File: config.mk
export PLATFORM = sky130hd
export DESIGN_NAME = decodeRegister
export DESIGN_NICKNAME = d
export VERILOG_FILES = /design/src/common.sv /design/src/decodeRegister.sv
export SDC_FILE = /design/constraint.sdc
export NUM_CORES = 1
export LEC_CHECK = 0
export ABC_AREA = 1
export BUFFER_PORTS_ARGS = -buffer_cell sky130_fd_sc_hd__clkbuf_2
export CORE_AREA = 3 3 289 291
export CTS_CLUSTER_SIZE = 16
export DETAILED_ROUTE_END_ITERATION = 10
export DIE_AREA = 0 0 292 294
export GPL_TIMING_DRIVEN = 0
export PLACE_DENSITY = 0.41
export SLEW_MARGIN = 40
export SYNTH_ARGS = -nofsm -noshare
export SYNTH_HDL_FRONTEND = slang
export SYNTH_SLANG_ARGS = --single-unit
File: constraint.sdc
create_clock -name clk -period 1.29 [get_ports clk]
set_clock_uncertainty 0.1 [all_clocks]
set_input_delay 0.1935 -clock clk [delete_from_list [all_inputs] [get_ports clk]]
set_output_delay 0.1935 -clock clk [all_outputs]
set_load 0.05 [all_outputs]
File: src/common.sv
package common;

    localparam int XLEN          = 64;
    localparam int REG_COUNT     = 32;
    localparam int REG_IDX_W     = 5;
    localparam int INSTR_W       = 32;
    localparam int ALUOP_W       = 3;
    localparam int MEMMODE_W     = 4;
    localparam int FWD_SRC_COUNT = 2;  // the number of forwarding sources and of operands.

    localparam logic [ALUOP_W-1:0] ALU_ADD = 3'd0;
    localparam logic [ALUOP_W-1:0] ALU_SUB = 3'd1;
    localparam logic [ALUOP_W-1:0] ALU_AND = 3'd2;
    localparam logic [ALUOP_W-1:0] ALU_OR  = 3'd3;
    localparam logic [ALUOP_W-1:0] ALU_XOR = 3'd4;
    localparam logic [ALUOP_W-1:0] ALU_SLL = 3'd5;
    localparam logic [ALUOP_W-1:0] ALU_SRL = 3'd6;
    localparam logic [ALUOP_W-1:0] ALU_SRA = 3'd7;

    // the top bit flags an unsigned load and the low bits hold the byte count minus one.
    localparam logic [MEMMODE_W-1:0] MEM_B  = 4'b0000;
    localparam logic [MEMMODE_W-1:0] MEM_H  = 4'b0001;
    localparam logic [MEMMODE_W-1:0] MEM_W  = 4'b0011;
    localparam logic [MEMMODE_W-1:0] MEM_D  = 4'b0111;
    localparam logic [MEMMODE_W-1:0] MEM_BU = 4'b1000;
    localparam logic [MEMMODE_W-1:0] MEM_HU = 4'b1001;
    localparam logic [MEMMODE_W-1:0] MEM_WU = 4'b1011;

    localparam logic [6:0] OP_LUI    = 7'b0110111;
    localparam logic [6:0] OP_AUIPC  = 7'b0010111;
    localparam logic [6:0] OP_JAL    = 7'b1101111;
    localparam logic [6:0] OP_JALR   = 7'b1100111;
    localparam logic [6:0] OP_BRANCH = 7'b1100011;
    localparam logic [6:0] OP_LOAD   = 7'b0000011;
    localparam logic [6:0] OP_STORE  = 7'b0100011;
    localparam logic [6:0] OP_IMM    = 7'b0010011;
    localparam logic [6:0] OP_REG    = 7'b0110011;
    localparam logic [6:0] OP_IMM32  = 7'b0011011;
    localparam logic [6:0] OP_REG32  = 7'b0111011;

endpackage

File: src/decodeRegister.sv
`timescale 1ns/1ps

module decodeRegister (
    input  logic                         clk,
    input  logic                         rst,
    input  logic                         enable,
    input  logic                         inValid,
    input  logic                         legal,
    input  logic [common::XLEN-1:0]      instrAddr,
    input  logic [common::INSTR_W-1:0]   instr,
    input  logic [common::XLEN-1:0]      pcPlus4,
    input  logic [common::XLEN-1:0]      rs1Data,
    input  logic [common::XLEN-1:0]      rs2Data,
    input  logic [common::XLEN-1:0]      imm,
    input  logic [common::REG_IDX_W-1:0] wd,
    input  logic [common::ALUOP_W-1:0]   aluOp,
    input  logic                         srcB,
    input  logic                         isBranch,
    input  logic                         isWriteBack,
    input  logic                         isMemRead,
    input  logic                         isMemWrite,
    input  logic [common::MEMMODE_W-1:0] memMode,
    input  logic                         rv64,
    output logic                         exValid,
    output logic [common::XLEN-1:0]      exInstrAddr,
    output logic [common::INSTR_W-1:0]   exInstr,
    output logic [common::XLEN-1:0]      exPcPlus4,
    output logic [common::XLEN-1:0]      exRs1Data,
    output logic [common::XLEN-1:0]      exRs2Data,
    output logic [common::XLEN-1:0]      exImm,
    output logic [common::REG_IDX_W-1:0] exWd,
    output logic [common::ALUOP_W-1:0]   exAluOp,
    output logic                         exSrcB,
    output logic                         exIsBranch,
    output logic                         exIsWriteBack,
    output logic                         exIsMemRead,
    output logic                         exIsMemWrite,
    output logic [common::MEMMODE_W-1:0] exMemMode,
    output logic                         exRv64
);

    always_ff @(posedge clk) begin
        if (rst) begin
            exValid       <= 1'b0;
            exInstrAddr   <= '0;
            exInstr       <= '0;
            exPcPlus4     <= '0;
            exRs1Data     <= '0;
            exRs2Data     <= '0;
            exImm         <= '0;
            exWd          <= '0;
            exAluOp       <= '0;
            exSrcB        <= 1'b0;
            exIsBranch    <= 1'b0;
            exIsWriteBack <= 1'b0;
            exIsMemRead   <= 1'b0;
            exIsMemWrite  <= 1'b0;
            exMemMode     <= '0;
            exRv64        <= 1'b0;
        end else if (enable) begin
            exValid       <= inValid & legal;  // an illegal opcode leaves a bubble.
            exInstrAddr   <= instrAddr;
            exInstr       <= instr;
            exPcPlus4     <= pcPlus4;
            exRs1Data     <= rs1Data;
            exRs2Data     <= rs2Data;
            exImm         <= imm;
            exWd          <= wd;
            exAluOp       <= aluOp;
            exSrcB        <= srcB;
            exIsBranch    <= isBranch;
            exIsWriteBack <= isWriteBack;
            exIsMemRead   <= isMemRead;
            exIsMemWrite  <= isMemWrite;
            exMemMode     <= memMode;
            exRv64        <= rv64;
        end
    end

endmodule

Word level (Yosys, flattened, before mapping)
Cells that the tools add are included.

Bitwise operators: 1.

Operators by type and width (count): $and A1 B1 Y1 (1).

Register bits: 371. Input port bits: 375. Output and inout bits: 371. Logic and storage cells: 17.

Longest topological paths before layout
Gate-level depths: netlist of the first run.

Depth after elaboration: 1. Mapped depth: 8. Depth with buffers taken out: 3.

Worst setup path after synthesis of the first run
OpenSTA, ideal clock, no wires.

Path kind: input -> register. Start point: input port enable. End point: register exInstrAddr[0] in the netlist's numbering. Setup time: 117 ps. Arrival time: 1020 ps. Required time: 1073 ps. Slack: 53 ps. Stages on the path: 8. Buffers on the path: 5. Cell sequence: buf_4 -> buf_6 -> inv_2 -> buf_6 -> buf_4 -> buf_4 -> nor2_1 -> nor2_1.

RTL lines: start: declaration (line decodeRegister.sv:6) `input logic enable,`; end signal: assignment (line decodeRegister.sv:62) `exInstrAddr <= instrAddr;`; end: declaration (line decodeRegister.sv:25) `output logic [common::XLEN-1:0] exInstrAddr,`.

Final worst setup path of the first run
Start point: register exRs2Data[22] in the netlist's numbering. End point: output port exRs2Data[22] in the netlist's numbering.

RTL lines: start: declaration (line decodeRegister.sv:29) `output logic [common::XLEN-1:0] exRs2Data,`; start signal: assignment (line decodeRegister.sv:66) `exRs2Data <= rs2Data;`.

No word-level cell between the ends.

==> results_dict.tcl, run 1 <==
set metrics [dict create \
    port_buffers 744 \
    detail-route-antenna-nets 0 \
    clk_pin_slew_worst_paths_ns 0.05 \
    initial_utilization_pct 15.72 \
    cts.sinks 371 \
    hold_class "input port to flip-flop" \
    worst_path_max_delay_cell "dfxtp_4" \
    die_area_um2 85850 \
    multiInputGateArea_um2 4646 \
    path_class "flip-flop to primary output" \
    cts_tree "built" \
    grtUsageTotal_pct 14.59 \
    worstPathBufferInverterCount 1 \
    viasPerCell 3.922 \
    crit_chain "clkbuf_16" \
    cp_max_fo 2 \
    grt_pass1_wl_mm 97.86 \
    wl_mm 65.63 \
    fin_ws_ns -0.1192 \
    p_comb_share_pct 27.6 \
    antenna_found_initial 1 \
    cts_buffers 44 \
    pwr-share-clk_pct 35.0 \
    final_area_um2 30230 \
    final_net_count 3156 \
    drc 0 \
    finalCritPeriodShare_pct 109.2 \
    regArea_um2 7921 \
    yosysWarningCount 0 \
    yosysUniqueCellTypes 10 \
    final_layout_size_suffix_gt1_share_pct 44.52 \
    drt_first_pass_iters 5 \
    h-tree-depth 2 \
    clk_latency_ns 0.56 \
    power.switching_mw 10.70 \
    worstMarginPinSlew_ns 0.6854 \
    end_kind "primary output" \
    cts_root_buf "clkbuf_16" \
    grt_pass1_vias 16640 \
    seqPwrFrac_pct 37.4 \
    syn-num-nets 1984 \
    syn_avg_cell_area_um2 7.897 \
    wl_per_cell_um 16.96 \
    final_cell_mix "740 x nor2_1, 384 x clkbuf_2, 372 x dlygate4sd3_1" \
    rsz0062_at_grt "true" \
    dp_hpwl_mm 45.61 \
    num_rows 104 \
    final-setup-viol-count 371 \
    leakage_nw 13.38 \
    crit_path_start_kind "flip-flop" \
    syn_area_um2 12710 \
    fp.dieW_um 292 \
    vias 15180 \
    core_area_um2 80810 \
    n_fill_cell 7800 \
    violations "negative setup slack" \
    timing_hold_violations_final 0 \
    placed_cell_area_um2 17760 \
    grt_max_degree 13 \
    cpLargestDelayFamily "flip-flops" \
    synth_seq_area_share_pct 58.45 \
    gp_congestion 0.8053 \
    status "finished, violations left" \
    grt-ovfl-total 0 \
    switching_share_pct 30.36 \
    cp.required_ns 1.00 \
    max_freq_mhz 709.6 \
    area_growth_pct 137.9 \
    final_common_cell "nor2_1" \
    synth_seq_cells 371 \
    ioPinCount 746 \
    p_int_mw 24.55 \
    relSlewSlack_pct 54.31 \
    first_iter_violations 473 \
    cap_violations 0 \
    powerDensity_nw_per_um2 1166 \
    irDropWorstVdd_mv 0.7054 \
    clockBufferDepth 3 \
    critPathArrivalTime_ns 1.12 \
    max_stage_delay_ns 0.38 \
    finalCriticalPeriod_ns 1.409 \
    slew_violations 0 \
    synthCells 1609 \
    final.setup.tns_ns -23.77 \
    die_y_um 294 \
]
-- routing by layer --
metal	global-route usage [%]	vias to the layer above	part of all wire (%)
li1	-	7510	-
met2	26.53	578	50
met5	0	-	0
met4	7.659	0	5.4
met3	4.249	168	7.2
met1	15.22	6922	37
-- area by class of cell --
cell class | count | share of cell area (%)
Antenna cell | 2 | 0.01656
Buffer | 123 | 2.156
Clock buffer | 62 | 4.267
Clock inverter | 11 | 0.3725
Inverter | 2 | 0.02483
Multi-Input combinational cell | 1113 | 15.37
Sequential cell | 371 | 26.20
Tap cell | 1060 | 4.387
Timing Repair Buffer | 1126 | 47.20
-- final timing paths --
path / start / end / slack [ns] / depth (start not counted)
worst max-delay path: exRs2Data[22] / exRs2Data[22] / -0.12 / 1
worst min-delay path: enable / exRv64 / 0.16 / 4
worst max register to register: exMemMode[0] / exMemMode[0] / 0.40 / 3
worst min register to register: exRs1Data[40] / exRs1Data[40] / 0.41 / 2
-- flip-flops by register name (all words and copies together) (netlist names), 3 cells and up --
| register | cells |
|---|---|
| exImm | 64 |
| exInstrAddr | 64 |
| exPcPlus4 | 64 |
| exRs1Data | 64 |
| exRs2Data | 64 |
| exInstr | 32 |
| exWd | 5 |
| exMemMode | 4 |
| exAluOp | 3 |
-- cells in the mapped netlist --
| library cell | count | area (um^2) |
|---|---|---|
| buf_2 | 22 | 110.1 |
| a21oi_1 | 1 | 5.000 |
| clkbuf_1 | 77 | 289.0 |
| inv_2 | 1 | 3.750 |
| dfxtp_1 | 371 | 7427 |
| o21ai_0 | 371 | 1857 |
| buf_4 | 11 | 82.58 |
| inv_1 | 1 | 3.750 |
| buf_6 | 13 | 146.4 |
| nor2_1 | 741 | 2781 |
-- worst register-to-register path, cell delays in order, from the launching register on --
cell and delay (ns):
dfxtp_2 0.33, buf_4 0.13, o21ai_0 0.16, nor2_1 0.06
-- cells by family (layout without fill, tap and decap cells) --
group / Yosys count / after routing / synth area share [%]
AND/OR/NAND/NOR: 741 / 741 / 21.89
flip-flops: 371 / 371 / 58.45
buffers and inverters: 125 / 1324 / 5.002
other: 0 / 2 / 0
AO/OA/AOI/OAI: 372 / 372 / 14.65
-- repair_timing --
| action | 4_1_cts | 5_1_grt |
|---|---|---|
| setup endpoints to repair | 564 | 452 |
| cloned | 0 | 0 |
| buffers inserted | 4 | 6 |
| hold endpoints to repair | 371 | 0 |
| hold buffers | 372 | 0 |
| resized for setup | 1433 | 86 |
-- metrics by stage --
step                      worst slack, ns  hold slack [ns]  cells  total power [mW]  utilization, %
after floorplan                   0.05301           0.2284   1609             16.89               -
after global placement            -0.9106           0.3184   3413             19.05           21.97
after detailed placement          -0.9157           0.3206   3413             19.03           21.97
after CTS                         -0.1807           0.1308   3862             35.56           37.22
after global routing              -0.1747           0.1766   3868             36.70           37.40
final                             -0.1192           0.1567   3870             35.26           37.41
-- power by group through the flow --
stage               Sequential [mW]  Clock [mW]  Combinational [mW]
floorplan                      15.6           0                1.26
global placement               12.9           0                6.15
detailed placement             12.9           0                6.13
CTS                            13.1        12.8                9.63
global route                   13.3        13.2                10.2
finish                         13.2        12.3                9.73
Note: power is estimated with default switching activity, not from simulation.
==> run 2, diff against run 1 <==
- PLACE_DENSITY: 0.41 -> 0.4
- clock period: 1.29 -> 1.4 ns (I/O delays scaled with it)
==> run 2 against run 1 <==
Against the previous run:
- the run still ends with negative setup slack left
- final cell count about the same
- sequential share of layout area up 0.11 points
- clock power fell by 8%
- first-iteration DRC count is 16% higher
- non-clock buffer count down 3
- die area did not move
- design area is 0.55% lower
==> results_dict.tcl, run 2 (same netlist as run 1, synthesis figures left out) <==
set metrics [dict create \
    status "finished, violations left" \
    violations "negative setup slack" \
    num_rows 104 \
    clk_pin_slew_worst_paths_ns 0.06 \
    max_stage_delay_ns 0.38 \
    cp_max_fo 2 \
    cts_root_buf "clkbuf_16" \
    hold_class "input port to flip-flop" \
    initial_utilization_pct 15.72 \
    finalCriticalPeriod_ns 1.416 \
    h-tree-depth 2 \
    finalCritPeriodShare_pct 101.1 \
    end_kind "primary output" \
    antenna_found_initial 7 \
    worstPathBufferInverterCount 1 \
    final_cell_mix "741 x nor2_1, 383 x clkbuf_2, 372 x dlygate4sd3_1" \
    ioPinCount 746 \
    leakage_nw 13.31 \
    irDropWorstVdd_mv 0.9234 \
    worstMarginPinSlew_ns 0.6573 \
    placed_cell_area_um2 17760 \
    clockBufferDepth 3 \
    final.setup.tns_ns -0.04544 \
    core_area_um2 80810 \
    cpLargestDelayFamily "flip-flops" \
    fin_ws_ns -0.01561 \
    max_freq_mhz 706.4 \
    grt_max_degree 13 \
    cap_violations 0 \
    worst_path_max_delay_cell "dfxtp_4" \
    detail-route-antenna-nets 0 \
    wl_mm 67.56 \
    clk_latency_ns 0.56 \
    vias 15190 \
    final_layout_size_suffix_gt1_share_pct 44.36 \
    viasPerCell 3.923 \
    dp_hpwl_mm 47.17 \
    powerDensity_nw_per_um2 1077 \
    timing_hold_violations_final 0 \
    final_net_count 3154 \
    cts_buffers 45 \
    die_area_um2 85850 \
    final_common_cell "nor2_1" \
    grt_pass1_wl_mm 101.1 \
    drc 0 \
    fp.dieW_um 292 \
    die_y_um 294 \
    final_area_um2 30060 \
    cts_tree "built" \
    first_iter_violations 548 \
    wl_per_cell_um 17.45 \
    relSlewSlack_pct 56.18 \
    grt_pass1_vias 16610 \
    area_growth_pct 136.6 \
    path_class "flip-flop to primary output" \
    port_buffers 744 \
    hold_ws_ns 0.1672 \
    rsz0062_at_grt "true" \
    cts.sinks 371 \
    crit_chain "clkbuf_16" \
    cp.required_ns 1.09 \
    slew_violations 0 \
    critPathArrivalTime_ns 1.11 \
    crit_path_start_kind "flip-flop" \
    grtUsageTotal_pct 15.08 \
    grt-ovfl-total 0 \
    final-setup-viol-count 6 \
    gp_congestion 0.7873 \
    drt_first_pass_iters 5 \
]
-- run 2: cell types whose count changed in the layout (fill, tap and decap cells not counted), sizes merged --
cell,previous run,this run
buf,124,130
bufinv,2,1
clkbuf,815,807
clkinv,7,10
clkinvlp,0,1
diode,2,3
-- run 2: metal layers --
| layer | vias up | global-route usage, % | share of wire, % |
|---|---|---|---|
| li1 | 7507 | - | - |
| met1 | 7026 | 16.46 | 38 |
| met2 | 533 | 28.05 | 52 |
| met3 | 122 | 3.894 | 6.4 |
| met4 | 0 | 5.434 | 3.4 |
| met5 | - | 0 | 0 |
-- run 2: final timing paths --
kind	start	end	slack [ns]	cells after the start
worst max-delay path	exRs1Data[26]	exRs1Data[26]	-0.02	1
worst min-delay path	enable	exRv64	0.17	4
worst max register to register	exRs2Data[0]	exRs2Data[0]	0.49	2
worst min register to register	exInstr[2]	exInstr[2]	0.41	2
-- run 2: final cells by class --
cell class | count | area (um^2)
Clock buffer | 63 | 1264
Buffer | 123 | 649.4
Timing Repair Buffer | 1123 | 14150
Sequential cell | 371 | 7911
Multi-Input combinational cell | 1113 | 4643
Tap cell | 1060 | 1326
Clock inverter | 14 | 108.9
Antenna cell | 3 | 7.507
Inverter | 2 | 7.507
Fill cell | 7937 | 50740
-- run 2: worst register-to-register path, cell delays in order, from the launching register on --
cell and delay [ns]:
dfxtp_2 0.33, o21ai_0 0.25, nor2_1 0.11
-- run 2: power breakdown --
group	internal [mW]	total (mW)	switching, mW
Combinational	4.39	8.94	4.55
Clock	6.45	11.3	4.83
Sequential	11.5	12.2	0.686
Total	22.3	32.4	10.1
-- run 2: per-stage QoR --
stage	std cells	utilization [%]	power (mW)	setup WS, ns
2_1_floorplan	1609	-	15.57	0.1465
3_3_place_gp	3413	21.97	17.59	-1.089
3_5_place_dp	3413	21.98	17.57	-0.7172
4_1_cts	3863	37.00	32.67	-0.08382
5_1_grt	3871	37.20	33.76	-0.06999
6_report	3872	37.20	32.37	-0.01561
-- run 2: timing repair --
| action | CTS | global route |
|---|---|---|
| endpoints found under the hold margin | 371 | 0 |
| setup endpoints to repair | 444 | 502 |
| hold buffers | 372 | 0 |
| cloned | 0 | 0 |
| setup buffers | 1 | 6 |
| gates resized for setup | 1415 | 91 |
==> run 3, diff against run 2 <==
- HOLD_SLACK_MARGIN: not set -> 0.12
- clock period: 1.4 -> 1.8 ns (I/O delays scaled with it)
==> run 3 against run 2 <==
Against the previous run:
- the run now ends clean
- core utilization fell by 8.9 points
- clock power fell by 23%
- register-to-register slack improved by 0.51 ns
- critical path depth did not move
- clock-buffer cell count did not move
- worst hold slack improved by 0.073 ns
- sequential power fell by 26%
- sequential cell count did not move
- global-route usage fell by 1.0 points
- design area fell by 24%
- worst setup slack improved by 0.16 ns
==> results_dict.tcl, run 3 (same netlist as run 1, synthesis figures left out) <==
set metrics [dict create \
    status "finished, final reports clean" \
    cts_tree "built" \
    hold_class "input port to flip-flop" \
    crit_chain "clkbuf_2" \
    drt_first_pass_iters 5 \
    final_cell_mix "749 x clkbuf_2, 741 x nor2_1, 372 x dlygate4sd3_1" \
    rsz0062_at_grt "false" \
    core_area_um2 80810 \
    powerDensity_nw_per_um2 999.7 \
    n_fill_cell 8882 \
    final_layout_size_suffix_gt1_share_pct 30.76 \
    clk_latency_ns 0.56 \
    antenna_found_initial 6 \
    p_comb_share_pct 22.1 \
    worstMarginPinSlew_ns 0.6615 \
    grtUsageTotal_pct 14.05 \
    multiInputGateArea_um2 4643 \
    grt-ovfl-total 0 \
    switching_share_pct 32.71 \
    hp-start "enable" \
    r2r-start "exRs2Data[7]" \
    path_class "flip-flop to primary output" \
    irDropWorstVdd_mv 0.6543 \
    area_growth_pct 79.94 \
    port_buffers 744 \
    cts_buffers 45 \
    cts_root_buf "clkbuf_16" \
    num_rows 104 \
    grt_pass1_vias 15530 \
    leakage_nw 10.90 \
    final_common_cell "clkbuf_2" \
    worstRegToRegCells 2 \
    clk_pin_slew_worst_paths_ns 0.06 \
    relSlewSlack_pct 55.90 \
    cp.required_ns 1.43 \
    first_iter_violations 541 \
    fin_ws_ns 0.1425 \
    wl_mm 63.04 \
    pwr-share-clk_pct 38.2 \
    stdcell_count 3864 \
    clockBufferDepth 3 \
    die_y_um 294 \
    slew_violations 0 \
    vias 14820 \
    rrSetupSlack_ns 1.00 \
    finalCritPeriodShare_pct 92.08 \
    cts_resized 0 \
    wl_per_cell_um 16.32 \
    p_int_mw 15.38 \
    gp_congestion 0.7873 \
    max_stage_delay_ns 0.41 \
    critPathArrivalTime_ns 1.29 \
    dp_cells 3413 \
    cts.sinks 371 \
    worstPathBufferInverterCount 1 \
    final-setup-viol-count 0 \
    end_kind "primary output" \
    ioPinCount 746 \
    hold_path_depth 4 \
    hold_end "exRv64" \
    seqPwrFrac_pct 39.7 \
    cpLargestDelayFamily "flip-flops" \
    die_area_um2 85850 \
    timing_hold_violations_final 0 \
    crit_path_start_kind "flip-flop" \
    drc 0 \
    finalCriticalPeriod_ns 1.657 \
    grt_max_degree 13 \
    detail-route-antenna-nets 0 \
    viasPerCell 3.835 \
    regArea_um2 7427 \
    fp.dieW_um 292 \
    dp_hpwl_mm 47.17 \
    grt_pass1_wl_mm 93.66 \
    worst_path_max_delay_cell "dfxtp_1" \
    initial_utilization_pct 15.72 \
    final_net_count 3147 \
    place_ws_ns -0.3772 \
    power.switching_mw 7.477 \
    h-tree-depth 2 \
    timing.rr.end "exRs2Data[7]" \
    cp_max_fo 2 \
    cap_violations 0 \
    max_freq_mhz 603.3 \
]
[run 3: layer usage]
| metal | wire length (um) | track usage (%) | up-vias |
|---|---|---|---|
| met5 | 11 | 0 | - |
| met4 | 2178 | 5.151 | 2 |
| met3 | 4255 | 3.849 | 118 |
| met2 | 31790 | 25.58 | 505 |
| met1 | 24810 | 15.63 | 6704 |
| li1 | - | - | 7488 |
[run 3: per-stage QoR]
stage / power, mW / util, % / instance area [um^2] / TNS (ns) / hold slack (ns)
final: 22.86 / 28.29 / 22860 / 0 / 0.2400
after global routing: 23.97 / 28.29 / 22860 / 0 / 0.2501
after CTS: 23.30 / 28.29 / 22860 / 0 / 0.2026
after detailed placement: 13.66 / 21.98 / 17760 / -51.91 / 0.3814
after global placement: 13.68 / 21.97 / 17760 / -61.42 / 0.3806
after floorplan: 12.11 / - / 12710 / 0 / 0.3049
[run 3: timing repair]
| item | CTS | global route |
|---|---|---|
| hold buffers | 372 | 0 |
| setup endpoints to repair | 0 | 0 |
| buffers inserted | 0 | 0 |
| hold endpoints to repair | 371 | 0 |
[run 3: worst max-delay path by stage]
stage	cells after the start	start	to
final	1	exInstr[11]	exInstr[11]
after global routing	7	rst	exPcPlus4[31]
after CTS	1	exRs1Data[26]	exRs1Data[26]
after detailed placement	7	rst	exPcPlus4[36]
after global placement	7	rst	exPcPlus4[39]
after floorplan	8	enable	exInstrAddr[0]
[run 3: layout make-up]
class,instances,area share (%)
buffer,123,2.775
clock inverter,14,0.4761
multi-input combinational,1113,20.31
tap,1060,5.801
antenna,2,0.02189
sequential,371,32.49
clock buffer,63,5.527
inverter,2,0.03284
timing repair buffer,1116,32.57
[run 3: power by group through the flow]
stage | clock, mW | sequential, mW | combinational, mW
finish | 8.73 | 9.08 | 5.05
global route | 9.42 | 9.14 | 5.41
CTS | 9.12 | 9.07 | 5.11
detailed placement | 0 | 9.25 | 4.42
global placement | 0 | 9.24 | 4.44
floorplan | 0 | 11.2 | 0.903
